$ cat src/axi_mem_pkg.sv
`default_nettype none

package axi_mem_pkg;

  localparam int AddrWidth  = 16;
  localparam int DataWidth  = 32;
  localparam int StrbWidth  = DataWidth / 8;
  localparam int IdWidth    = 4;
  localparam int MemBytes   = 1024;
  localparam int QueueDepth = 4;

  // Derived sizes for the word array and the queue pointers
  localparam int MemWords      = MemBytes / StrbWidth;
  localparam int LaneBits      = $clog2(StrbWidth);
  localparam int WordBits      = $clog2(MemWords);
  localparam int QueuePtrBits  = $clog2(QueueDepth);

  typedef logic [AddrWidth-1:0] addr_t;
  typedef logic [DataWidth-1:0] data_t;
  typedef logic [StrbWidth-1:0] strb_t;
  typedef logic [IdWidth-1:0]   id_t;
  typedef logic [7:0]           len_t;
  typedef logic [2:0]           size_t;
  typedef logic [1:0]           burst_t;
  typedef logic [1:0]           resp_t;

  localparam burst_t BurstFixed = 2'b00;
  localparam burst_t BurstIncr  = 2'b01;
  localparam burst_t BurstWrap  = 2'b10;

  localparam resp_t RespOkay   = 2'b00;
  localparam resp_t RespExOkay = 2'b01;
  localparam resp_t RespSlvErr = 2'b10;
  localparam resp_t RespDecErr = 2'b11;

  // One AW or AR request as held in the queues
  typedef struct packed {
    id_t    id;
    addr_t  addr;
    len_t   len;
    size_t  size;
    burst_t burst;
  } burst_req_t;

  function automatic addr_t beat_addr(burst_req_t req, len_t beat);
    addr_t bytes;
    addr_t aligned;
    addr_t step;
    addr_t wrap_mask;
    bytes     = addr_t'(1) << req.size;
    aligned   = req.addr & ~(bytes - addr_t'(1));
    step      = addr_t'(beat) << req.size;
    wrap_mask = ((addr_t'(req.len) + addr_t'(1)) << req.size) - addr_t'(1);
    beat_addr = req.addr;
    if (req.burst == BurstIncr && beat != '0) begin
      beat_addr = aligned + step;
    end else if (req.burst == BurstWrap) begin
      // Window base keeps the high bits, the offset rolls over inside it
      beat_addr = (req.addr & ~wrap_mask) | ((aligned + step) & wrap_mask);
    end
  endfunction

  function automatic strb_t beat_lanes(addr_t addr, size_t size);
    int bytes;
    int lower;
    int upper;
    bytes = 1 << size;
    if (bytes > StrbWidth) begin
      bytes = StrbWidth;
    end
    lower = int'(addr) % StrbWidth;
    // Upper lane ends the size-aligned chunk that holds the start lane
    upper = (lower / bytes) * bytes + bytes - 1;
    for (int i = 0; i < StrbWidth; i++) begin
      beat_lanes[i] = (i >= lower) && (i <= upper);
    end
  endfunction

  function automatic resp_t resp_precedence(resp_t a, resp_t b);
    logic [1:0] rank_a;
    logic [1:0] rank_b;
    // EXOKAY sits below OKAY, the error codes already rank by encoding
    rank_a = (a == RespOkay) ? 2'd1 : (a == RespExOkay) ? 2'd0 : a;
    rank_b = (b == RespOkay) ? 2'd1 : (b == RespExOkay) ? 2'd0 : b;
    resp_precedence = (rank_a >= rank_b) ? a : b;
  endfunction

endpackage

`default_nettype wire

$ cat src/axi_req_queue.sv
`default_nettype none

module axi_req_queue #(
  parameter type payload_t = logic
) (
  input  wire logic clk_i,
  input  wire logic rst_i,
  input  wire logic push_valid_i,
  output logic      push_ready_o,
  input  payload_t  push_data_i,
  output logic      head_valid_o,
  output payload_t  head_o,
  input  wire logic pop_i
);

  payload_t entries [axi_mem_pkg::QueueDepth];

  logic [axi_mem_pkg::QueuePtrBits-1:0] wr_ptr_q;
  logic [axi_mem_pkg::QueuePtrBits-1:0] rd_ptr_q;
  logic [axi_mem_pkg::QueuePtrBits:0]   count_q;
  logic                                 push;

  assign push_ready_o = count_q != (axi_mem_pkg::QueuePtrBits + 1)'(axi_mem_pkg::QueueDepth);
  assign head_valid_o = count_q != '0;
  assign head_o       = entries[rd_ptr_q];
  assign push         = push_valid_i && push_ready_o;

  always_ff @(posedge clk_i) begin
    if (rst_i) begin
      wr_ptr_q <= '0;
      rd_ptr_q <= '0;
      count_q  <= '0;
    end else begin
      // Pointers wrap naturally since the depth is a power of two
      if (push) wr_ptr_q <= wr_ptr_q + 1'b1;
      if (pop_i) rd_ptr_q <= rd_ptr_q + 1'b1;
      if (push && !pop_i) count_q <= count_q + 1'b1;
      else if (!push && pop_i) count_q <= count_q - 1'b1;
    end
  end

  always_ff @(posedge clk_i) begin
    if (push) entries[wr_ptr_q] <= push_data_i;
  end

  // The engine only retires a request it has been working on
  assert property (@(posedge clk_i) disable iff (rst_i) pop_i |-> head_valid_o);

endmodule

`default_nettype wire

$ cat config.mk
export PLATFORM = sky130hd
export DESIGN_NAME = axi_req_queue
export DESIGN_NICKNAME = d
export VERILOG_FILES = /design/src/axi_mem_pkg.sv /design/src/axi_req_queue.sv
export SDC_FILE = /design/constraint.sdc
export NUM_CORES = 1
export LEC_CHECK = 0
export BUFFER_PORTS_ARGS = -buffer_cell sky130_fd_sc_hd__buf_2
export CAP_MARGIN = 20
export CORE_UTILIZATION = 40
export DETAILED_ROUTE_END_ITERATION = 10
export MAX_ROUTING_LAYER = met4
export RECOVER_POWER = 25
export SETUP_SLACK_MARGIN = 0.1
export SLEW_MARGIN = 10
export SYNTH_ARGS = -nofsm -noshare
export SYNTH_HDL_FRONTEND = slang
export SYNTH_SLANG_ARGS = --single-unit
$ cat constraint.sdc
create_clock -name clk_i -period 2.53 [get_ports clk_i]
set_input_delay 0.506 -clock clk_i [delete_from_list [all_inputs] [get_ports clk_i]]
set_output_delay 0.506 -clock clk_i [all_outputs]
set_load 0.05 [all_outputs]
Word-level counts from Yosys, hierarchy flattened
Memory sizes are Yosys's and may differ from the RTL's. A register that Yosys moved wholly into a read port is not among the register bits.
Cells that the tools add are included.
{ "totals": {"word_cells": 22, "ramBits": 4, "in_bits": 5, "romBits": 0, "mem_count": 1, "register_bits": 7, "latchBits": 0} }
{ "op_classes": {"eq_ne": 1, "div_mod_pow": 0, "multipliers": 0, "n_lt_le_gt_ge": 0, "bitwise": 0, "add_sub_neg": 4, "reduce_logical": 7, "n_mux": 6, "n_shift": 0} }
{ "mem_list": {"columns": ["name", "depth", "width", "read_ports", "rd_clocked_by_memory_dff", "write_ports", "line_no", "rtl"], "rows": [
  ["entries", 4, 1, 1, 1, 1, "axi_req_queue.sv:16", "payload_t entries [axi_mem_pkg::QueueDepth];"]
]} }
{ "ops": {"columns": ["op", "count"], "rows": [
  ["2-to-1 mux 3 bit", 2],
  ["adder 2 x 1 -> 2 bit (second input constant)", 2],
  ["2-to-1 mux 2 bit", 2],
  ["adder 3 x 1 -> 3 bit (second input constant)", 1],
  ["logical AND 1 bit", 3],
  ["!= test 3 bit (second input constant)", 1],
  ["nonzero test 3 bit", 1],
  ["subtractor 3 x 1 -> 3 bit (second input constant)", 1],
  ["zero test 1 bit", 2],
  ["2-to-1 mux 1 bit", 2],
  ["nonzero test 2 bit", 1]
]} }

Longest topological paths before layout
Gate-level depths: netlist (run 1).
{ "logic_depth": {"depth_word": 6, "ltp_mapped": 8} }

Worst setup path before layout (run 1)
OpenSTA, ideal clock, no wires.
{ "synth_path": {"path_type": "input -> register", "startpoint": "in push_valid_i", "endpoint": "reg count_q[2] in the netlist's numbering", "slack_ns": 0.554, "path_buffers": 0, "path_stages": 7, "required_ns": 2.460, "setup_time_ns": 0.070, "arrival_time_ns": 1.906, "path_cell_list": "a21boi_4 -> ha_1 -> inv_1 -> fa_1 -> xor2_1 -> or3_1 -> a21oi_1"} }
{ "synth_via": {"elab_chain_cells": 4} }
{ "synth_lines": {"columns": ["item", "line_no", "rtl"], "rows": [
  ["from (decl)", "axi_req_queue.sv:8", "input wire logic push_valid_i,"],
  ["logical AND 1 bit *", "axi_req_queue.sv:26", "assign push = push_valid_i && push_ready_o;"],
  ["zero test 1 bit", "axi_req_queue.sv:38", "else if (!push && pop_i) count_q <= count_q - 1'b1;"],
  ["logical AND 1 bit", "axi_req_queue.sv:38", null],
  ["nonzero test 2 bit (no source line)", null, null],
  ["to (signal assigned)", "axi_req_queue.sv:37", "if (push && !pop_i) count_q <= count_q + 1'b1;"],
  ["to (signal assigned)", "axi_req_queue.sv:38", null],
  ["to (decl)", "axi_req_queue.sv:20", "logic [axi_mem_pkg::QueuePtrBits:0] count_q;"]
]} }
Mark *: on every way between the ends. The rest lies on a longest branch, timed or not.
A chain may end at the register's enable or synchronous reset.

Worst setup path in the final report (run 1)
{ "layout_path": {"startpoint": "reg count_q[0] in the netlist's numbering", "endpoint": "reg count_q[2] in the netlist's numbering"} }
{ "layout_via": {"elab_chain_cells": 5} }
{ "layout_lines": {"columns": ["item", "line_no", "rtl"], "rows": [
  ["!= test 3 bit *", "axi_req_queue.sv:23", "assign push_ready_o = count_q != (axi_mem_pkg::QueuePtrBits + 1)'(axi_mem_pkg::QueueDepth);"],
  ["logical AND 1 bit *", "axi_req_queue.sv:26", null],
  ["via push", "axi_req_queue.sv:21", "logic push;"],
  ["zero test 1 bit", "axi_req_queue.sv:38", null],
  ["logical AND 1 bit", "axi_req_queue.sv:38", null],
  ["nonzero test 2 bit (no source line)", null, null]
]} }
Mark *: on every way through the listed nets, which the timed path passes. The rest lies on a longest branch. The select of a mux whose other input is x is not followed.

==> impl_metrics.env, run 1 <==
export IMPL_outcome="finished clean"
export IMPL_io_buffers=7
export IMPL_synth_cells=53
export IMPL_synth_edf_count=4
export IMPL_critPathMaxFanout=7
export IMPL_drt_initial_drc_count=9
export IMPL_antenna_cells=0
export IMPL_async_flop_share_pct=0
export IMPL_swShare_pct=37.76
export IMPL_final_nets=75
export IMPL_grt_total_usage_pct=14.50
export IMPL_r2r_setup_slack_ns=0.45
export IMPL_rsz0062_at_grt="no"
export IMPL_comb_power_share_pct=35.1
export IMPL_gp_congestion=0.7573
export IMPL_drv_slew=0
export IMPL_wl_um=884
export IMPL_viasPerCell=4.474
export IMPL_clock_skew_ns=0.005969
export IMPL_h_tree_depth=1
export IMPL_power_frac_seq_pct=44.9
export IMPL_clock_sinks=13
export IMPL_critPathSlowestCell="dfxtp_1"
export IMPL_cts_buffers=3
export IMPL_vias=349
export IMPL_max_freq_ghz=0.4806
export IMPL_synth_largest_area_cell="dfxtp_1"
export IMPL_grt_pass1_vias=340
export IMPL_area_growth_pct=12.24
export IMPL_cp_top_family="adder cells"
export IMPL_clock_latency_ns=0.28
export IMPL_yosys_warnings=0
export IMPL_worstSetupPathType="reg2reg"
export IMPL_cts_resized=0
export IMPL_fp_dieArea_sq_mm=0.001693
export IMPL_ys_top_cells_by_count="9 x dfxtp_1, 7 x nor2_1, 5 x ha_1"
export IMPL_required_ns=2.74
export IMPL_synth_most_common_cell="dfxtp_1"
export IMPL_hpwl_um=653.3
export IMPL_ys_flop_type="dfxtp_1"
export IMPL_slowest_delay_ns=0.42
export IMPL_internal_power_uw=395.1
export IMPL_final_setup_worst_slack_ns=0.4491
export IMPL_root_buffer="clkbuf_4"
export IMPL_post_cts_buffers=0
export IMPL_post_route_drc_count=0
export IMPL_postCtsHoldBufs=0
export IMPL_worstPathArrival_ns=2.29
export IMPL_coreArea_sq_mm=0.001366
export IMPL_routedWlPerCell_um=11.33
export IMPL_io_pins=8
export IMPL_finalCriticalPeriod_ns=2.081
export IMPL_clockBufferDepth=2
export IMPL_synth_area_leaders="dfxtp_1 29%, edfxtp_1 20%, ha_1 10%, nor2_1 4.3%, xor2_1 4.3%"
export IMPL_power_density_mw_per_mm2=922.5
export IMPL_synth_nets=64
export IMPL_cts_tree="built"
export IMPL_grt_pass1_wl_mm=1.428
export IMPL_antenna_found_initial=0
export IMPL_die_x_um=41.15
export IMPL_clk_pin_slew_ns=0.08
export IMPL_cp_end_kind="register"
export IMPL_drive_gt1_share_pct=20.63
export IMPL_ir_worst_vdd_mv=0.4273
export IMPL_cap_violations=0
export IMPL_ys_types=20
export IMPL_start_util_pct=44.87
export IMPL_tns_ns=0
export IMPL_grt_max_degree=11
export IMPL_p_clk_share_pct=20.1
export IMPL_grt_overflow_total=0
export IMPL_die_y_um=41.15
export IMPL_ys_seq_area_share_pct=48.98
export IMPL_cp_start_kind="register"
export IMPL_avgSynthCellArea_sq_um=11.57
export IMPL_path_cells="nor2_2 > a21boi_4 > ha_1 > inv_1 > fa_1 > xor2_1 > or3_1 > a21oi_1"
export IMPL_worst_pin_slew_ns=0.2478
export IMPL_hold_viol_final=0
export IMPL_synth_seq_cells=13
export IMPL_slew_headroom_pct=83.59
export IMPL_rows=13
export IMPL_synth_area_sq_um=613.1
export IMPL_synth_top_area_share_pct=29.39
export IMPL_path_buf_inv=1
export IMPL_finalCritPeriodShare_pct=82.25
export IMPL_setup_violations=0
export IMPL_place_ws_ns=0.3552
export IMPL_drt_antenna_violating_nets=0
export IMPL_power_leakage_nw=0.2993
export IMPL_p_switching_uw=239.7
export IMPL_hp_class="in2reg"
export IMPL_drt_first_pass_iters=2
## final timing paths
check	from	end	depth (start not counted)
min reg2reg	wr_ptr_q[1]$_SDFFE_PP0P_	wr_ptr_q[1]$_SDFFE_PP0P_	2
max reg2reg	count_q[0]$_SDFFE_PP0P_	count_q[2]$_SDFFE_PP0P_	8
max	count_q[0]$_SDFFE_PP0P_	count_q[2]$_SDFFE_PP0P_	8
min	push_data_i	entries[1]$_DFFE_PP_	1
## power groups by stage
stage | Clock [mW] | Combinational, mW | Sequential, mW
2_1_floorplan | 0 | 0.186 | 0.283
3_3_place_gp | 0 | 0.222 | 0.290
3_5_place_dp | 0 | 0.221 | 0.290
4_1_cts | 0.133 | 0.225 | 0.286
5_1_grt | 0.141 | 0.250 | 0.291
6_report | 0.127 | 0.223 | 0.285
## metrics by stage
| stage | total power, mW | hold WS, ns | std cells | area [sq um] | utilization [%] |
|---|---|---|---|---|---|
| after floorplan | 0.4686 | 0.4820 | 53 | 613.1 | - |
| after global placement | 0.5118 | 0.5085 | 74 | 663.1 | 48.53 |
| after detailed placement | 0.5115 | 0.5186 | 74 | 663.1 | 48.53 |
| after CTS | 0.6437 | 0.4426 | 78 | 689.4 | 50.46 |
| after global routing | 0.6821 | 0.5104 | 78 | 688.2 | 50.37 |
| final | 0.6348 | 0.5183 | 78 | 688.2 | 50.37 |
## metal layers
layer	part of all wire, %	wire length [um]	track usage, %
met1	49	434	17.70
met2	43	382	18.75
met3	5.9	52	8.152
met4	1.7	15	7.258
met5	0	0	-
## placed cells by master (no fill, tap or decap), types with 2 or more instances in the layout
master	count
nand2b_1	2
clkbuf_1	2
dfxtp_1	9
nand2_1	2
ha_1	5
and2_1	4
nor2_1	7
edfxtp_1	4
clkbuf_4	3
mux2i_1	2
inv_1	4
xor2_1	3
or3_1	2
buf_2	6
## logic make-up (layout without fill, tap and decap cells)
kind of cell               after synthesis  count (layout)  share of synthesized area (%)
and+or+nand+nor                         18              18                          14.69
buffers and inverters                    5              15                          3.060
muxes                                    4               4                          9.387
xor gates and xnor gates                 4               4                          5.715
DFF                                     13              13                          48.98
adders and majority gates                6               6                          13.47
AOI/OAI and AO/OA                        3               3                          4.693
## layout make-up
type / instances / area (sq um)
clock buffers: 4 / 26.28
fillers: 135 / 678.2
inverters: 4 / 15.01
multi-input cells: 35 / 294.0
flip-flops and latches: 13 / 300.3
well taps: 15 / 18.77
repair buffers: 7 / 33.78
No activity file was read; power rests on OpenSTA's default activity.
==> inputs of run 2 (changes only) <==
Clock period 2.53 ns to 1.7 ns, I/O delays scaled along.
==> run 2 against run 1 <==
The run now ends with setup timing left. Cell count up 7.7%. Critical path depth did not move. Combinational power rose by 98%. Sequential power up 46%. Power is 64% higher. Routed wire length down 2.7%. Largest power group is now combinational logic. Highest routed layer unchanged.
==> impl_metrics.env, run 2 (synthesized netlist as in run 1, its figures left out) <==
export IMPL_setup_violations=1
export IMPL_fillers=133
export IMPL_drt_first_pass_iters=2
export IMPL_grt_max_degree=11
export IMPL_wl_um=860
export IMPL_h_tree_depth=1
export IMPL_fin_cells=84
export IMPL_worstHoldPathCells=1
export IMPL_crit_end="count_q[2]$_SDFFE_PP0P_"
export IMPL_finalCriticalPeriod_ns=1.714
export IMPL_vias=397
export IMPL_numPlacedInstances=80
export IMPL_critPathLaunch="count_q[1]$_SDFFE_PP0P_"
export IMPL_post_cts_buffers=0
export IMPL_io_buffers=7
export IMPL_rsz0062_at_grt="yes"
export IMPL_grt_overflow_total=0
export IMPL_drv_slew=0
export IMPL_area_growth_pct=25.71
export IMPL_holdWs_ns=0.3314
export IMPL_routedWlPerCell_um=10.24
export IMPL_die_x_um=41.15
export IMPL_post_route_drc_count=0
export IMPL_clock_latency_ns=0.27
export IMPL_drive_gt1_share_pct=34.78
export IMPL_grt_total_usage_pct=13.99
export IMPL_met1_usage_pct=13.62
export IMPL_fp_dieArea_sq_mm=0.001693
export IMPL_final_cell_mix="7 x nor2_1, 6 x dfxtp_1, 6 x buf_4"
export IMPL_final_common_cell="nor2_1"
export IMPL_grt_pass1_wl_mm=1.366
export IMPL_grt_use_met3_pct=8.152
export IMPL_root_buffer="clkbuf_4"
export IMPL_slew_headroom_pct=83.61
export IMPL_worstPathArrival_ns=1.92
export IMPL_final_nets=81
export IMPL_busiest_layer="met2"
export IMPL_outcome="finished with violations"
export IMPL_viasPerCell=4.726
export IMPL_grt_use_met2_pct=23.05
export IMPL_violations="setup timing"
export IMPL_hpwl_um=663.1
export IMPL_clock_skew_ns=0.004074
export IMPL_clockBufferDepth=2
export IMPL_drt_initial_drc_count=1
export IMPL_power_leakage_nw=0.3352
export IMPL_worstSetupPathType="reg2reg"
export IMPL_cts_tree="built"
export IMPL_gp_congestion=0.7326
export IMPL_drt_antenna_violating_nets=0
export IMPL_required_ns=1.91
export IMPL_place_ws_ns=-0.09309
export IMPL_r2r_setup_slack_ns=-0.01
export IMPL_reg2reg_depth=8
export IMPL_reg2reg_from="count_q[1]$_SDFFE_PP0P_"
export IMPL_timing_rr_end="count_q[2]$_SDFFE_PP0P_"
export IMPL_max_freq_ghz=0.5834
export IMPL_ir_worst_vdd_mv=0.8163
export IMPL_antenna_found_initial=0
export IMPL_antenna_cells=0
export IMPL_die_y_um=41.15
export IMPL_hold_viol_final=0
export IMPL_coreArea_sq_mm=0.001366
export IMPL_finalCritPeriodShare_pct=100.8
export IMPL_clk_pin_slew_ns=0.08
export IMPL_cp_start_kind="register"
export IMPL_cts_buffers=3
export IMPL_io_pins=8
export IMPL_power_density_mw_per_mm2=1351
export IMPL_cp_end_kind="register"
export IMPL_worst_pin_slew_ns=0.2476
export IMPL_final_setup_worst_slack_ns=-0.01397
export IMPL_critPathMaxFanout=2
export IMPL_grt_pass1_vias=346
export IMPL_start_util_pct=44.87
export IMPL_hp_class="in2reg"
export IMPL_cap_violations=0
export IMPL_clock_sinks=13
export IMPL_rows=13
==> run 2: critical path, cell delays in order, from the launching register on <==
cell and delay [ns]:
dfxtp_2 0.35, nor2_2 0.05, a21boi_4 0.15, ha_4 0.15, inv_1 0.04, fa_2 0.33, xor2_1 0.15, or3_1 0.30
a21oi_1 0.12
==> run 2: how the worst min path moves through the flow <==
stage | startpoint | to
finish | push_data_i | entries[2]$_DFFE_PP_
CTS | push_data_i | entries[2]$_DFFE_PP_
global placement | wr_ptr_q[1]$_SDFFE_PP0P_ | wr_ptr_q[1]$_SDFFE_PP0P_
detailed placement | wr_ptr_q[1]$_SDFFE_PP0P_ | wr_ptr_q[1]$_SDFFE_PP0P_
floorplan | push_data_i | entries[0]$_DFFE_PP_
global route | push_data_i | entries[2]$_DFFE_PP_
==> run 2: timing repair <==
item,in CTS,in global routing
hold buffers,0,0
pin swaps,1,0
endpoints found under the setup margin,3,4
resized for setup,6,1
==> run 2: power by group <==
group / internal [mW] / switching, mW / leakage [nW] / total [mW]
logic: 0.201 / 0.240 / 0.208 / 0.441
clock network: 0.0907 / 0.0948 / 0.0150 / 0.185
registers: 0.378 / 0.0365 / 0.112 / 0.415
total: 0.670 / 0.371 / 0.335 / 1.04
==> run 2: cell type report <==
cell class | instances | area, sq um | share of cell area (%)
inverters | 4 | 15.01 | 1.948
repair buffers | 13 | 95.09 | 12.34
well taps | 15 | 18.77 | 2.435
multi-input cells | 35 | 309.0 | 40.10
clock buffers | 4 | 26.28 | 3.409
flip-flops and latches | 13 | 306.5 | 39.77
==> run 2: metal layers <==
metal	vias to the layer above	wire (um)	part of all wire, %
met2	5	397	46
met5	-	0	0
met3	2	35	4.1
li1	204	-	-
met4	0	11	1.3
met1	186	416	48
==> run 2: through the flow <==
| stage | instance area, sq um | setup TNS (ns) | power, mW | utilization, % |
|---|---|---|---|---|
| 6_report | 770.7 | -0.01397 | 1.041 | 56.41 |
| 5_1_grt | 770.7 | -0.09600 | 1.114 | 56.41 |
| 4_1_cts | 762.0 | -0.05188 | 1.048 | 55.77 |
| 3_5_place_dp | 718.2 | -0.09309 | 0.8222 | 52.56 |
| 3_3_place_gp | 718.2 | -0.07636 | 0.8167 | 52.56 |
| 2_1_floorplan | 623.1 | -0.09513 | 0.7083 | - |
==> inputs of run 3 (changes only) <==
--- a/config.mk
+++ b/config.mk
@@ -8,4 +8,5 @@
 export BUFFER_PORTS_ARGS = -buffer_cell sky130_fd_sc_hd__buf_2
 export CAP_MARGIN = 20
+export CORE_MARGIN = 1.5
 export CORE_UTILIZATION = 40
 export DETAILED_ROUTE_END_ITERATION = 10
==> constraint.sdc (replaced) <==
create_clock -name clk_i -period 1.7 [get_ports clk_i]
set_input_delay 0.17 -clock clk_i [delete_from_list [all_inputs] [get_ports clk_i]]
set_output_delay 0.17 -clock clk_i [all_outputs]
set_load 0.05 [all_outputs]
==> run 3 against run 2 <==
The run still ends with setup timing left. Combinational power is 6.1% lower. Worst setup slack improved by 0.0091 ns. Hold slack lost 0.17 ns. Count of clock-buffer cells in the layout unchanged. Clock power barely moved. Routed wire length is 3.7% higher. Non-clock buffer count fell by 1.
==> impl_metrics.env, run 3 (synthesized netlist as in run 1, its figures left out) <==
export IMPL_drv_slew=0
export IMPL_grt_total_usage_pct=12.29
export IMPL_io_pins=8
export IMPL_grt_max_degree=11
export IMPL_slew_headroom_pct=83.57
export IMPL_antenna_cells=0
export IMPL_place_area_sq_um=703.2
export IMPL_grt_pass1_vias=369
export IMPL_die_y_um=42.15
export IMPL_drt_initial_drc_count=7
export IMPL_rows=13
export IMPL_final_nets=80
export IMPL_critPathMaxFanout=2
export IMPL_worstHoldPathCells=1
export IMPL_worstPathArrival_ns=1.91
export IMPL_numPlacedInstances=78
export IMPL_clk_pin_slew_ns=0.07
export IMPL_outcome="finished with violations"
export IMPL_fin_util_pct=55.13
export IMPL_clock_skew_ns=0.0003635
export IMPL_tns_ns=-0.004878
export IMPL_fillers=133
export IMPL_drt_first_pass_iters=3
export IMPL_routedWlPerCell_um=10.75
export IMPL_clock_latency_ns=0.27
export IMPL_worst_pin_slew_ns=0.2482
export IMPL_die_x_um=42.15
export IMPL_coreArea_sq_mm=0.001366
export IMPL_final_cell_area_sq_um=753.2
export IMPL_post_route_drc_count=0
export IMPL_max_freq_ghz=0.5866
export IMPL_multiInputGateArea_sq_um=314.1
export IMPL_io_buffers=7
export IMPL_path_buf_inv=1
export IMPL_start_util_pct=44.87
export IMPL_rsz0062_at_grt="yes"
export IMPL_worstSetupPathType="reg2reg"
export IMPL_root_buffer="clkbuf_4"
export IMPL_clock_sinks=13
export IMPL_h_tree_depth=1
export IMPL_viasPerCell=4.795
export IMPL_path_cells="nor2_4 > a21boi_4 > ha_4 > inv_2 > fa_2 > xor2_1 > or3_1 > a21oi_1"
export IMPL_hold_viol_final=0
export IMPL_critPathSlowestCell="dfxtp_4"
export IMPL_final_cell_mix="7 x nor2_1, 7 x dfxtp_1, 6 x buf_2, 5 x buf_4"
export IMPL_power_density_mw_per_mm2=1353
export IMPL_final_setup_worst_slack_ns=-0.004878
export IMPL_cts_tree="built"
export IMPL_fp_dieArea_sq_mm=0.001777
export IMPL_fin_cells=83
export IMPL_finalCritPeriodShare_pct=100.3
export IMPL_grt_pass1_wl_mm=1.559
export IMPL_cp_start_kind="register"
export IMPL_finalCriticalPeriod_ns=1.705
export IMPL_drive_gt1_share_pct=33.82
export IMPL_ir_worst_vdd_mv=0.6212
export IMPL_power_leakage_nw=0.3261
export IMPL_antenna_found_initial=0
export IMPL_setup_violations=1
export IMPL_slowest_delay_ns=0.36
export IMPL_place_ws_ns=-0.07782
export IMPL_gp_congestion=0.8148
export IMPL_drt_antenna_violating_nets=0
export IMPL_required_ns=1.91
export IMPL_p_total_mw=1.019
export IMPL_final_seq_area_sq_um=307.8
export IMPL_cap_violations=0
export IMPL_cts_buffers=3
export IMPL_cp_top_family="adder cells"
export IMPL_holdWs_ns=0.1648
export IMPL_wl_um=892
export IMPL_grt_overflow_total=0
export IMPL_crit_cells=8
export IMPL_cp_end_kind="register"
export IMPL_hpwl_um=691.1
export IMPL_violations="setup timing"
export IMPL_reg2reg_depth=8
export IMPL_area_growth_pct=22.86
export IMPL_hp_class="in2reg"
export IMPL_vias=398
export IMPL_clockBufferDepth=2
[run 3: power by group]
part	internal, mW	leakage [nW]	total [mW]	switching, mW
sequential	0.381	0.112	0.423	0.0419
clock	0.0908	0.0150	0.182	0.0915
combinational	0.178	0.199	0.414	0.236
[run 3: worst reg2reg max path, stage by stage, from the launching register on]
cell	delay [ns]
dfxtp_4	0.36
nor2_4	0.04
a21boi_4	0.15
ha_4	0.16
inv_2	0.03
fa_2	0.32
xor2_1	0.15
or3_1	0.31
a21oi_1	0.12
[run 3: final cells by class]
cell class,count,area share [%]
Clock buffer,4,3.488
Inverter,4,1.993
Multi-Input combinational cell,35,41.69
Sequential cell,13,40.86
Tap cell,15,2.492
Timing Repair Buffer,12,9.468
[run 3: final timing paths]
kind	start	endpoint	slack [ns]
hold reg to reg	wr_ptr_q[1]$_SDFFE_PP0P_	wr_ptr_q[1]$_SDFFE_PP0P_	0.53
setup reg to reg	count_q[0]$_SDFFE_PP0P_	count_q[2]$_SDFFE_PP0P_	-0.005
setup / recovery	count_q[0]$_SDFFE_PP0P_	count_q[2]$_SDFFE_PP0P_	-0.005
hold / removal	push_data_i	entries[3]$_DFFE_PP_	0.16
[run 3: layer usage]
layer,global-route usage [%],wire length [um],vias to the layer above
met5,-,0,-
met2,17.50,434,5
met3,5.603,37,2
li1,-,-,205
met1,14.05,409,186
met4,7.500,11,0
[run 3: repair_timing]
item / CTS / global route
endpoints found under the setup margin: 1 / 2
pin swaps: 1 / 0
gates cloned: 0 / 0
buffers inserted: 1 / 0
hold buffers: 0 / 0
gates resized for setup: 2 / 2
