### config.mk
export PLATFORM = sky130hd
export DESIGN_NAME = axi_read_engine_flat
export DESIGN_NICKNAME = d
export VERILOG_FILES = /design/src/axi_mem_pkg.sv /design/src/mem_port_if.sv /design/src/beat_mon_if.sv /design/src/axi_read_engine.sv /design/src/flat_wrapper.sv
export SDC_FILE = /design/constraint.sdc
export NUM_CORES = 1
export LEC_CHECK = 0
export ABC_CLOCK_PERIOD_IN_PS = 17300
export BUFFER_PORTS_ARGS = -buffer_cell sky130_fd_sc_hd__buf_2
export CAP_MARGIN = 20
export CORE_AREA = 2 2 124 126
export CTS_CLUSTER_SIZE = 8
export DETAILED_ROUTE_END_ITERATION = 8
export DIE_AREA = 0 0 126 128
export GPL_TIMING_DRIVEN = 0
export MAX_ROUTING_LAYER = met4
export PLACE_DENSITY = 0.76
export SETUP_SLACK_MARGIN = 0.5
export SLEW_MARGIN = 20
export SYNTH_ARGS = -nofsm -noshare
export SYNTH_HDL_FRONTEND = slang
export SYNTH_SLANG_ARGS = --single-unit
### constraint.sdc
create_clock -name clk_i -period 17.3 [get_ports clk_i]
set_clock_uncertainty 0.15 [all_clocks]
set_input_delay 3.46 -clock clk_i [delete_from_list [all_inputs] [get_ports clk_i]]
set_output_delay 3.46 -clock clk_i [all_outputs]
set_load 0.005 [all_outputs]
### src/axi_mem_pkg.sv
`default_nettype none

package axi_mem_pkg;

  localparam int AddrWidth  = 16;
  localparam int DataWidth  = 32;
  localparam int StrbWidth  = DataWidth / 8;
  localparam int IdWidth    = 4;
  localparam int MemBytes   = 1024;
  localparam int QueueDepth = 4;

  // Derived sizes for the word array and the queue pointers
  localparam int MemWords      = MemBytes / StrbWidth;
  localparam int LaneBits      = $clog2(StrbWidth);
  localparam int WordBits      = $clog2(MemWords);
  localparam int QueuePtrBits  = $clog2(QueueDepth);

  typedef logic [AddrWidth-1:0] addr_t;
  typedef logic [DataWidth-1:0] data_t;
  typedef logic [StrbWidth-1:0] strb_t;
  typedef logic [IdWidth-1:0]   id_t;
  typedef logic [7:0]           len_t;
  typedef logic [2:0]           size_t;
  typedef logic [1:0]           burst_t;
  typedef logic [1:0]           resp_t;

  localparam burst_t BurstFixed = 2'b00;
  localparam burst_t BurstIncr  = 2'b01;
  localparam burst_t BurstWrap  = 2'b10;

  localparam resp_t RespOkay   = 2'b00;
  localparam resp_t RespExOkay = 2'b01;
  localparam resp_t RespSlvErr = 2'b10;
  localparam resp_t RespDecErr = 2'b11;

  // One AW or AR request as held in the queues
  typedef struct packed {
    id_t    id;
    addr_t  addr;
    len_t   len;
    size_t  size;
    burst_t burst;
  } burst_req_t;

  function automatic addr_t beat_addr(burst_req_t req, len_t beat);
    addr_t bytes;
    addr_t aligned;
    addr_t step;
    addr_t wrap_mask;
    bytes     = addr_t'(1) << req.size;
    aligned   = req.addr & ~(bytes - addr_t'(1));
    step      = addr_t'(beat) << req.size;
    wrap_mask = ((addr_t'(req.len) + addr_t'(1)) << req.size) - addr_t'(1);
    beat_addr = req.addr;
    if (req.burst == BurstIncr && beat != '0) begin
      beat_addr = aligned + step;
    end else if (req.burst == BurstWrap) begin
      // Window base keeps the high bits, the offset rolls over inside it
      beat_addr = (req.addr & ~wrap_mask) | ((aligned + step) & wrap_mask);
    end
  endfunction

  function automatic strb_t beat_lanes(addr_t addr, size_t size);
    int bytes;
    int lower;
    int upper;
    bytes = 1 << size;
    if (bytes > StrbWidth) begin
      bytes = StrbWidth;
    end
    lower = int'(addr) % StrbWidth;
    // Upper lane ends the size-aligned chunk that holds the start lane
    upper = (lower / bytes) * bytes + bytes - 1;
    for (int i = 0; i < StrbWidth; i++) begin
      beat_lanes[i] = (i >= lower) && (i <= upper);
    end
  endfunction

  function automatic resp_t resp_precedence(resp_t a, resp_t b);
    logic [1:0] rank_a;
    logic [1:0] rank_b;
    // EXOKAY sits below OKAY, the error codes already rank by encoding
    rank_a = (a == RespOkay) ? 2'd1 : (a == RespExOkay) ? 2'd0 : a;
    rank_b = (b == RespOkay) ? 2'd1 : (b == RespExOkay) ? 2'd0 : b;
    resp_precedence = (rank_a >= rank_b) ? a : b;
  endfunction

endpackage

`default_nettype wire

### src/mem_port_if.sv
`default_nettype none

// One byte-strobed access port of the memory array
interface mem_port_if;

  logic                en;
  logic                we;
  axi_mem_pkg::addr_t  addr;
  axi_mem_pkg::data_t  wdata;
  axi_mem_pkg::strb_t  strb;
  // Registered, valid the cycle after en
  axi_mem_pkg::data_t  rdata;

  modport engine (
    output en, we, addr, wdata, strb,
    input  rdata
  );

  modport memory (
    input  en, we, addr, wdata, strb,
    output rdata
  );

endinterface

`default_nettype wire

### src/beat_mon_if.sv
`default_nettype none

// Record of one accepted beat on a channel
interface beat_mon_if;

  logic                valid;
  axi_mem_pkg::addr_t  addr;
  axi_mem_pkg::data_t  data;
  axi_mem_pkg::id_t    id;
  axi_mem_pkg::len_t   beat_count;
  logic                last;

  modport source (output valid, addr, data, id, beat_count, last);

  modport sink (input valid, addr, data, id, beat_count, last);

endinterface

`default_nettype wire

### src/axi_read_engine.sv
`default_nettype none

module axi_read_engine (
  input  wire logic                      clk_i,
  input  wire logic                      rst_i,
  input  wire logic                      req_valid_i,
  input  axi_mem_pkg::burst_req_t        req_i,
  output logic                           req_pop_o,
  output logic                           r_valid_o,
  input  wire logic                      r_ready_i,
  output axi_mem_pkg::id_t               r_id_o,
  output axi_mem_pkg::data_t             r_data_o,
  output axi_mem_pkg::resp_t             r_resp_o,
  output logic                           r_last_o,
  mem_port_if.engine                     mem,
  beat_mon_if.source                     mon
);

  typedef enum logic [1:0] {
    StIdle,
    StFetch,
    StPresent
  } state_e;

  state_e             state_q;
  axi_mem_pkg::len_t  beat_cnt_q;
  axi_mem_pkg::addr_t cur_addr;
  logic               in_range;
  logic               r_fire;

  // Head request and beat count stay put from fetch until the transfer
  assign cur_addr = axi_mem_pkg::beat_addr(req_i, beat_cnt_q);
  assign in_range = cur_addr < axi_mem_pkg::addr_t'(axi_mem_pkg::MemBytes);

  assign mem.en    = state_q == StFetch;
  assign mem.we    = 1'b0;
  assign mem.addr  = cur_addr;
  assign mem.wdata = '0;
  assign mem.strb  = '0;

  assign r_valid_o = state_q == StPresent;
  assign r_id_o    = req_i.id;
  assign r_data_o  = in_range ? mem.rdata : '0;
  assign r_resp_o  = in_range ? axi_mem_pkg::RespOkay : axi_mem_pkg::RespSlvErr;
  assign r_last_o  = beat_cnt_q == req_i.len;
  assign r_fire    = r_valid_o && r_ready_i;
  assign req_pop_o = r_fire && r_last_o;

  always_ff @(posedge clk_i) begin
    if (rst_i) begin
      state_q    <= StIdle;
      beat_cnt_q <= '0;
      mon.valid  <= 1'b0;
    end else begin
      mon.valid <= r_fire;
      case (state_q)
        StIdle: if (req_valid_i) state_q <= StFetch;
        StFetch: state_q <= StPresent;
        StPresent: begin
          if (r_fire) begin
            if (r_last_o) begin
              state_q    <= StIdle;
              beat_cnt_q <= '0;
            end else begin
              state_q    <= StFetch;
              beat_cnt_q <= beat_cnt_q + 1'b1;
            end
          end
        end
        default: state_q <= StIdle;
      endcase
    end
  end

  always_ff @(posedge clk_i) begin
    if (r_fire) begin
      mon.addr       <= cur_addr;
      mon.data       <= r_data_o;
      mon.id         <= r_id_o;
      mon.beat_count <= beat_cnt_q;
      mon.last       <= r_last_o;
    end
  end

  // A presented beat may not change or vanish before the manager takes it
  assert property (@(posedge clk_i) disable iff (rst_i)
    r_valid_o && !r_ready_i |=> r_valid_o && $stable({r_id_o, r_data_o, r_resp_o, r_last_o}));

endmodule

`default_nettype wire

### src/flat_wrapper.sv
// flat-port wrapper written by rule: the top's interface ports become plain ports
module axi_read_engine_flat 
  (clk_i, rst_i, req_valid_i, req_i, req_pop_o, r_valid_o, r_ready_i, r_id_o, r_data_o, r_resp_o, r_last_o, mem_en, mem_we, mem_addr, mem_wdata, mem_strb, mem_rdata, mon_valid, mon_addr, mon_data, mon_id, mon_beat_count, mon_last);
  mem_port_if mem_i ();
  beat_mon_if mon_i ();
  input  wire logic clk_i;
  input  wire logic rst_i;
  input  wire logic req_valid_i;
  input  axi_mem_pkg::burst_req_t req_i;
  output logic req_pop_o;
  output logic r_valid_o;
  input  wire logic r_ready_i;
  output axi_mem_pkg::id_t r_id_o;
  output axi_mem_pkg::data_t r_data_o;
  output axi_mem_pkg::resp_t r_resp_o;
  output logic r_last_o;
  output wire logic [$bits(mem_i.en)-1:0] mem_en;
  output wire logic [$bits(mem_i.we)-1:0] mem_we;
  output wire logic [$bits(mem_i.addr)-1:0] mem_addr;
  output wire logic [$bits(mem_i.wdata)-1:0] mem_wdata;
  output wire logic [$bits(mem_i.strb)-1:0] mem_strb;
  input wire logic [$bits(mem_i.rdata)-1:0] mem_rdata;
  output wire logic [$bits(mon_i.valid)-1:0] mon_valid;
  output wire logic [$bits(mon_i.addr)-1:0] mon_addr;
  output wire logic [$bits(mon_i.data)-1:0] mon_data;
  output wire logic [$bits(mon_i.id)-1:0] mon_id;
  output wire logic [$bits(mon_i.beat_count)-1:0] mon_beat_count;
  output wire logic [$bits(mon_i.last)-1:0] mon_last;
  assign mem_en = mem_i.en;
  assign mem_we = mem_i.we;
  assign mem_addr = mem_i.addr;
  assign mem_wdata = mem_i.wdata;
  assign mem_strb = mem_i.strb;
  assign mem_i.rdata = mem_rdata;
  assign mon_valid = mon_i.valid;
  assign mon_addr = mon_i.addr;
  assign mon_data = mon_i.data;
  assign mon_id = mon_i.id;
  assign mon_beat_count = mon_i.beat_count;
  assign mon_last = mon_i.last;
  axi_read_engine u_core (.clk_i(clk_i), .rst_i(rst_i), .req_valid_i(req_valid_i), .req_i(req_i), .req_pop_o(req_pop_o), .r_valid_o(r_valid_o), .r_ready_i(r_ready_i), .r_id_o(r_id_o), .r_data_o(r_data_o), .r_resp_o(r_resp_o), .r_last_o(r_last_o), .mem(mem_i), .mon(mon_i));
endmodule
Word-level counts from Yosys, hierarchy flattened:

Index checks and enable logic that the tools add are counted.

* flip-flop bits (word level): 72
* latch bits: 0
* RAM bits: 0
* memory bits (read-only): 0
* bits of input ports: 69
* output and inout bits: 157
* logic and storage cells: 46
* memories: 0

* add/subtract/negate cells: 5
* multiply operators: 0
* div/mod/pow operators: 0
* order comparisons: 1
* eq/ne operators: 7
* shifts and indexed selects: 3
* muxes and demuxes: 9
* bitwise gates (word level): 6
* reduce and logical (&&, ||, !) cells: 7

Operator list (count)
* $and 16x16->16: 3
* $mux 16: 2
* $mux 32: 1
* $not 16->16: 2
* $sub 16x1->16 const B: 2
* $add 16x16->16: 1
* $lt 16x11->1 const B: 1
* $or 16x16->16: 1
* $shl 1x3->16 const A: 1
* $shl 16x3->16: 1
* $shl 8x3->16: 1
* $add 8x1->9 const B: 1
* $add 8x1->8 const B: 1
* $eq 8x8->1: 1
* $mux 8: 1
* $reduce_bool 8->1: 1
* $mux 2: 3
* $pmux 2 s3: 1
* $eq 2x1->1 const B: 2
* $eq 2x2->1 const B: 2
* $ne 2x2->1 const B: 2
* $reduce_and 2->1: 2
* $logic_and 1x1->1: 3
* $logic_not 2->1: 1
* $mux 1: 1

Logic depth before layout (Yosys ltp):

Gate-level depths: netlist (run 1).

* depth after elaboration: 11
* gate-level depth with buffers: 21
* gate-level depth less buffers: 19

Worst setup path after synthesis (run 1):

OpenSTA, ideal clock, no wires.

* path type: input port to output port
* start: in req_i[2] (netlist bit)
* end: out r_data_o[10]
* arrival time: 7.631 ns
* required time: 13.690 ns
* setup slack: 6.059 ns
* cell stages on the path: 19
* buffers on the path: 4
* cell sequence: buf_2 -> buf_2 -> buf_1 -> mux2_2 -> mux2_2 -> nand2_1 -> o21ai_0 -> ha_1 -> or3_1 -> nor2_1 -> o21ai_0 -> a21o_1 -> a41oi_1 -> xor2_1 -> a31oi_1 -> a41o_1 -> or4b_1 -> buf_2 -> nor4_1

* cells in the longest elaborated chain, start to end: 11
* elaborated cells on any way between the ends: 16
* classes of those cells: 3 x add/sub; 1 x order compare; 3 x shift; 3 x mux; 6 x bitwise

RTL lines
* from (decl): RTL line flat_wrapper.sv:9 `input axi_mem_pkg::burst_req_t req_i;`
* $shl 1x3->16: RTL line axi_mem_pkg.sv:50 `bytes = addr_t'(1) << req.size;`
* $sub 16x1->16: RTL line axi_mem_pkg.sv:51 `aligned = req.addr & ~(bytes - addr_t'(1));`
* $not 16->16: RTL line axi_mem_pkg.sv:51
* $and 16x16->16: RTL line axi_mem_pkg.sv:51
* $add 16x16->16: RTL line axi_mem_pkg.sv:56, axi_mem_pkg.sv:59
* $and 16x16->16: RTL line axi_mem_pkg.sv:59 `beat_addr = (req.addr & ~wrap_mask) | ((aligned + step) & wrap_mask);`
* $or 16x16->16: RTL line axi_mem_pkg.sv:59
* $mux 16: RTL line axi_mem_pkg.sv:57 `end else if (req.burst == BurstWrap) begin`
* $mux 16 *: RTL line axi_mem_pkg.sv:55 `if (req.burst == BurstIncr && beat != '0) begin`
* via mem_addr[13]: RTL line flat_wrapper.sv:19 `output wire logic [$bits(mem_i.addr)-1:0] mem_addr;`
* $lt 16x11->1 *: RTL line axi_read_engine.sv:33 `assign in_range = cur_addr < axi_mem_pkg::addr_t'(axi_mem_pkg::MemBytes);`
* $mux 32 *: RTL line axi_read_engine.sv:43 `assign r_data_o = in_range ? mem.rdata : '0;`
* to (decl): RTL line flat_wrapper.sv:14 `output axi_mem_pkg::data_t r_data_o;`

Mark *: on every way through the listed nets, which the timed path passes. The rest lies on a longest branch.

Final worst setup path (run 1):

* start: in req_i[2] (netlist bit)
* end: out r_data_o[16]

* cells in the longest elaborated chain, start to end: 11
* elaborated cells on any way between the ends: 16
* classes of those cells: 3 x add/sub; 1 x order compare; 3 x shift; 3 x mux; 6 x bitwise

RTL lines (RTL line)
* $shl 1x3->16: axi_mem_pkg.sv:50
* $sub 16x1->16: axi_mem_pkg.sv:51
* $not 16->16: axi_mem_pkg.sv:51
* $and 16x16->16: axi_mem_pkg.sv:51
* $add 16x16->16: axi_mem_pkg.sv:56, axi_mem_pkg.sv:59
* $and 16x16->16: axi_mem_pkg.sv:59
* $or 16x16->16: axi_mem_pkg.sv:59
* $mux 16: axi_mem_pkg.sv:57
* $mux 16 *: axi_mem_pkg.sv:55
* $lt 16x11->1 *: axi_read_engine.sv:33
* $mux 32 *: axi_read_engine.sv:43

Every way passes the cells marked *; elsewhere a longest branch is shown, timed or not.

==> metrics.cfg, run 1 <==
[placement]
portBuffers = 183
pre_cts_slack_ps = 4880
gp_congestion = 0.922
hpwlAfterDp_um = 13900

[power]
powerDensity_nw_per_um2 = 66.0
irDropWorstVdd_v = 0.0000437
power.total_uw = 490
power.leakage_nw = 3.45

[synthesis]
ys_seq_elements = 72
yosysTopAreaCellShare_pct = 31.6
synth_cell_types = 80
yosys_warnings = 0
synth_area_leader_cell = edfxtp_1
syn_area_um2 = 5790
netlist_instances = 630
async_flop_share_pct = 0
ys_dominant_reg_cell = edfxtp_1
synthTopCellsByArea = edfxtp_1, buf_4, nand2_1
synth_edf_count = 61
synth_seq_area_share_pct = 35.4
avgSynthCellArea_um2 = 9.20

[layout]
fin_util_pct = 50.0
antenna_cells = 0
layout-drive-gt1-share_pct = 35.8
final_nets = 953
area_growth_pct = 28.2

[job]
maxCapViolCount = 0

[worst_setup_path]
start_kind = primary input
r2r_start = u_core.beat_cnt_q[4]
r2r_end = u_core.mon.data[16]
crit_arrival_ps = 8860
startpoint = req_i[2]
crit_type = primary input to primary output
path_max_fanout = 10
regToRegSetupSlack_ps = 12270
cp.required_ps = 13690
reg2regPathDepth = 17
cp-endpoint = r_data_o[16]
end_kind = primary output

[grt]
grt_usage_pct = 21.1
grt_max_degree = 62
grt_pass1_vias = 4910
gr-total-overflow = 0
antenna_found_initial = 0
grt_first_pass_wirelength_um = 26000

[clock_network]
cts_root_buffer = clkbuf_16
cts_tree = built
cts.clk_slew.worst_paths_ps = 60
cts_buffer_depth = 2
post-cts-setup-buffers = 0
clock-sinks = 72
htreeDepth = 3
clk_latency_ps = 330
cts_buffers = 9
postCtsHoldBufs = 0
cts_resized = 0

[detailed_routing]
drt-total-wl_um = 17400
met2_length_um = 9050
top_layer_used = met4
drt-initial-drc-count = 390
met3WireLength_um = 1140
vias_per_cell = 5.17
m1WireLength_um = 6830
drtPass1Iterations = 5
drc = 0
ant_nets = 0
wl_per_cell_um = 16.5
vias = 5452

[timing]
rsz0062_at_grt = no
setup_tns_ps = 0
maxSlewHeadroom_pct = 40.9
hold_viol = 0
fin_crit_ps = 12470
worst_pin_slew_ps = 879
period_share_pct = 72.1
max_clock_freq_mhz = 80.2
finalSetupViolCount = 0
slew_violations = 0
worst_slack_ps = 4830

[hold_path]
hp-start = u_core.beat_cnt_q[7]
hp-class = flip-flop to flip-flop

[floorplanning]
floorplan.rows = 45
die_x_um = 126
die_area_um2 = 16100
core_area_um2 = 14900
chipHeight_um = 128
io_pins = 226
start_util_pct = 39.0

[outcome]
status = finished clean

[layout by cell type, fill, tap and decap left out, types with 22 or more instances in the layout]
cell type,Yosys,routed
buf_2,7,190
nand2_1,71,71
conb_1,1,38
edfxtp_1,61,61
nor2_1,42,42
buf_4,44,44
o21ai_0,28,28
clkbuf_1,25,25
a21oi_1,24,24
xor2_1,22,22
[how the worst min path moves through the flow]
stage / slack (ps) / cells past startpoint / endpoint
2_1_floorplan: 250 / 0 / u_core.mon.beat_count[2]
3_3_place_gp: 260 / 0 / u_core.mon.beat_count[2]
3_5_place_dp: 270 / 0 / u_core.mon.beat_count[2]
4_1_cts: 280 / 0 / u_core.mon.beat_count[7]
5_1_grt: 280 / 0 / u_core.mon.beat_count[7]
6_report: 280 / 0 / u_core.mon.beat_count[7]
[metal layers]
layer	global-route usage, %	vias up
met4	7.56	0
li1	-	2653
met2	37.6	231
met3	3.09	26
met5	-	-
met1	24.1	2542
[per-stage QoR]
step / instance area (um^2) / hold slack, ps / cells
global route: 7430 / 280 / 1055
finish: 7430 / 275 / 1055
floorplan: 5930 / 253 / 667
detailed placement: 7110 / 266 / 1039
CTS: 7430 / 279 / 1055
global placement: 7080 / 258 / 1038
[registers in the layout, indices dropped and copies added (netlist names)]
| register | cells |
|---|---|
| u_core.beat_cnt_q | 8 |
| u_core.mon.addr | 16 |
| u_core.mon.beat_count | 8 |
| u_core.mon.data | 32 |
| u_core.mon.id | 4 |
| u_core.mon.last | 1 |
| u_core.mon.valid | 1 |
| u_core.state_q | 2 |
[logic make-up after synthesis]
group / share of synthesized area [%]
xor+xnor: 6.61
simple gates: 23.0
fa+ha+maj: 4.88
compound gates: 15.4
buf+inv: 10.3
flops: 35.4
mux: 4.28
other cells: 0.0647
[power breakdown]
| group | internal (mW) | leakage, nW | switching, mW | total [mW] |
|---|---|---|---|---|
| clock | 0.121 | 0.158 | 0.0721 | 0.193 |
| combinational | 0.0448 | 2.60 | 0.0615 | 0.106 |
| sequential | 0.190 | 0.696 | 0.000768 | 0.191 |
| total | 0.356 | 3.45 | 0.134 | 0.490 |
[cell usage after synthesis (all sizes together), types with 3 or more instances]
master   count
a31oi        5
clkbuf      26
nor2b       10
mux2        14
a21o         6
dfxtp       11
inv         22
o31ai        4
a221oi       3
ha          21
nor4        16
nor2        62
nand4        6
xnor2       20
xor2        22
mux2i        9
buf         56
o211ai       4
nor3b        3
a21oi       25
nor3        12
nand2       71
and3        12
o2111ai      3
o21a         6
o22ai        3
or2          8
o31a         3
o21ai       31
nand2b       9
and2         8
or3          7
a211oi       6
nand3        7
edfxtp      61
[worst max-delay path, cell delays in order]
cell     delay, ps
buf_2           90
buf_2          200
buf_2          260
buf_1          460
mux2_2         400
o21ai_0        290
o21ai_0        170
ha_1           280
or3_1          420
nor2_1          90
o21ai_0        160
a21o_1         220
a41oi_1        310
o21ai_0        210
o21ai_0        110
a21oi_1         70
a21oi_2        240
or4b_1         480
buf_2          200
nor4_1         510
buf_2          210
[cell type report]
class	instances	area, um^2
Buffer	82	513
Fill cell	1390	7440
Timing Repair Buffer	184	943
Inverter	23	88.8
Clock inverter	6	63.8
Clock buffer	10	250
Multi-Input combinational cell	490	3280
Tap cell	188	235
Sequential cell	72	2050
No activity file was read; power rests on OpenSTA's default activity.
==> run 2: changes to the inputs <==
--- a/config.mk
+++ b/config.mk
@@ -5,7 +5,7 @@
 export SDC_FILE = /design/constraint.sdc
 export NUM_CORES = 1
 export LEC_CHECK = 0
-export ABC_CLOCK_PERIOD_IN_PS = 17300
+export ABC_CLOCK_PERIOD_IN_PS = 10100
 export BUFFER_PORTS_ARGS = -buffer_cell sky130_fd_sc_hd__buf_2
 export CAP_MARGIN = 20
 export CORE_AREA = 2 2 124 126
@@ -14,7 +14,7 @@
 export DIE_AREA = 0 0 126 128
 export GPL_TIMING_DRIVEN = 0
 export MAX_ROUTING_LAYER = met4
-export PLACE_DENSITY = 0.76
+export PLACE_DENSITY = 0.78
 export SETUP_SLACK_MARGIN = 0.5
 export SLEW_MARGIN = 20
 export SYNTH_ARGS = -nofsm -noshare
==> constraint.sdc (replaced) <==
create_clock -name clk_i -period 10.1 [get_ports clk_i]
set_clock_uncertainty 0.15 [all_clocks]
set_input_delay 2.02 -clock clk_i [delete_from_list [all_inputs] [get_ports clk_i]]
set_output_delay 2.02 -clock clk_i [all_outputs]
set_load 0.005 [all_outputs]
==> run 2 against run 1 <==
Against the previous run:
- flip-flop and latch count unchanged
- setup slack worse by 4000 ps
- largest cell class unchanged
- first-iteration DRC count shrank 12%
- critical path depth unchanged
==> metrics.cfg, run 2 (synthesized netlist as in run 1, its figures left out) <==
[grt]
grt_usage_pct = 19.5  ; was 21.1%
grt_first_pass_wirelength_um = 24600  ; was 26000 um
gr-total-overflow = 0  ; unchanged
antenna_found_initial = 1  ; was 0
grt_max_degree = 55  ; was 62
grt_pass1_vias = 4982  ; was 4910

[floorplanning]
io_pins = 226  ; unchanged
core_area_um2 = 14900  ; unchanged
start_util_pct = 39.0  ; unchanged
chipHeight_um = 128  ; unchanged
floorplan.rows = 45  ; unchanged
die_area_um2 = 16100  ; unchanged
die_x_um = 126  ; unchanged

[timing]
worst_pin_slew_ps = 685  ; was 879 ps
slew_violations = 0  ; unchanged
max_clock_freq_mhz = 108
setup_tns_ps = 0  ; unchanged
hold_viol = 0  ; unchanged
maxSlewHeadroom_pct = 54.0  ; was 40.9%
rsz0062_at_grt = no  ; unchanged
fin_crit_ps = 9270
finalSetupViolCount = 0  ; unchanged
period_share_pct = 91.8

[detailed_routing]
wl_per_cell_um = 15.1  ; was 16.5 um
drtPass1Iterations = 5  ; unchanged
vias = 5392  ; was 5452
drt-total-wl_um = 15900  ; was 17400 um
vias_per_cell = 5.11  ; was 5.17
drt-initial-drc-count = 345  ; was 390
ant_nets = 0  ; unchanged
drc = 0  ; unchanged

[worst_setup_path]
path_max_fanout = 10  ; unchanged
reg2regPathDepth = 17  ; unchanged
start_kind = primary input  ; unchanged
crit_arrival_ps = 7100  ; was 8860 ps
crit_slowest_cell = or4b_1  ; was nor4_1
r2r_start = u_core.beat_cnt_q[4]  ; unchanged
regToRegSetupSlack_ps = 5170  ; was 12270 ps
cp.required_ps = 7930  ; was 13690 ps
critPathMaxStageDelay_ps = 520  ; was 510 ps
path_cells = buf_2 > buf_2 > buf_2 > buf_2 > mux2_2 > o21ai_0 > o21ai_0 > ha_1 > or3_1 > nor2_1 > o21ai_0 > a21o_1 > a41oi_1 > o21ai_0 > o21ai_0 > a21oi_1 > a21oi_2 > or4b_1 > buf_2 > nor4_1 > buf_2  ; was buf_2 > buf_2 > buf_2 > buf_1 > mux2_2 > o21ai_0 > o21ai_0 > ha_1 > or3_1 > nor2_1 > o21ai_0 > a21o_1 > a41oi_1 > o21ai_0 > o21ai_0 > a21oi_1 > a21oi_2 > or4b_1 > buf_2 > nor4_1 > buf_2
crit_type = primary input to primary output  ; unchanged
crit_family = compound AO/OA/AOI/OAI gates  ; unchanged
crit_buf_inv = 6  ; unchanged
r2r_end = u_core.mon.data[16]  ; unchanged
end_kind = primary output  ; unchanged
cpMostUsedCell = buf_2

[hold_path]
min_to = u_core.mon.beat_count[4]  ; was u_core.mon.beat_count[7]
whs_path_depth = 0  ; unchanged
hp-start = u_core.beat_cnt_q[4]  ; was u_core.beat_cnt_q[7]
hp-class = flip-flop to flip-flop  ; unchanged

[layout]
top_regs = u_core.mon.data x32, u_core.mon.addr x16  ; unchanged
mostFrequentLayoutCells = buf_2, nand2_1, edfxtp_1  ; unchanged
num-fill-cells = 1395  ; was 1390
final_nets = 953  ; unchanged
layout_commonest_cell = buf_2  ; unchanged
finalNonFillerCells = 1056  ; was 1055
largest_reg_flops = 32  ; unchanged
layout-drive-gt1-share_pct = 36.3  ; was 35.8%
area_growth_pct = 28.7  ; was 28.2%
largest-register = u_core.mon.data  ; unchanged

[outcome]
status = finished clean  ; unchanged

[clock_network]
clk_latency_ps = 340  ; was 330 ps
post-cts-setup-buffers = 0  ; unchanged
postCtsHoldBufs = 0  ; unchanged
cts_buffer_depth = 2  ; unchanged
cts_resized = 0  ; unchanged
cts_root_buffer = clkbuf_16  ; unchanged
cts_tree = built  ; unchanged
cts_buffers = 9  ; unchanged
clock-sinks = 72  ; unchanged
cts.clk_slew.worst_paths_ps = 60  ; about the same
htreeDepth = 3  ; unchanged

[placement]
hpwlAfterDp_um = 12600  ; was 13900 um
portBuffers = 183  ; unchanged
gp_congestion = 0.931  ; was 0.922
dp_cells = 1039  ; unchanged

[power]
power.leakage_nw = 3.46  ; was 3.45 nW
powerDensity_nw_per_um2 = 114  ; was 66.0 nW/um^2
irDropWorstVdd_v = 0.0000825  ; was 0.0000437 V

[job]
maxCapViolCount = 0  ; unchanged

-- run 2: how the worst max path moves through the flow --
stage | from | end | slack [ps] | depth (start not counted)
CTS | req_i[2] | r_data_o[22] | 670 | 21
floorplan | req_i[2] | r_data_o[10] | 1740 | 19
finish | req_i[2] | r_data_o[16] | 830 | 21
detailed placement | req_i[2] | r_data_o[22] | 710 | 21
global route | req_i[2] | r_data_o[22] | 500 | 21
global placement | req_i[2] | r_data_o[10] | 750 | 21
-- run 2: final cells by class --
cell class              instances  area (um^2)  area share [%]
clock inverters                 7          103            1.38
multi-input cells             490         3290            44.1
repair buffers                184          943            12.7
flip-flops and latches         72         2050            27.5
well taps                     188          235            3.15
clock buffers                   9          225            3.02
inverters                      23         88.8            1.19
diodes                          1         2.50          0.0336
plain buffers                  82          517            6.93
-- run 2: power breakdown --
part | internal, mW | switching (mW) | leakage [nW]
Combinational | 0.0767 | 0.102 | 2.61
Sequential | 0.326 | 0.00117 | 0.696
Clock | 0.219 | 0.128 | 0.162
-- run 2: metrics by stage --
stage | hold WS, ps | power (mW) | worst slack, ps | instance area (um^2) | utilization (%)
after floorplan | 253 | 0.456 | 1740 | 5930 | -
after global placement | 258 | 0.506 | 746 | 7080 | 47.7
after detailed placement | 265 | 0.508 | 709 | 7110 | 47.9
after CTS | 281 | 0.859 | 668 | 7440 | 50.1
after global routing | 297 | 0.888 | 503 | 7460 | 50.2
final | 282 | 0.853 | 829 | 7460 | 50.2
-- run 2: per-layer routing --
metal | global-route usage, % | wire (um)
met3 | 3.26 | 1100
met2 | 33.0 | 7770
met4 | 8.47 | 523
met1 | 23.0 | 6530
met5 | - | 0
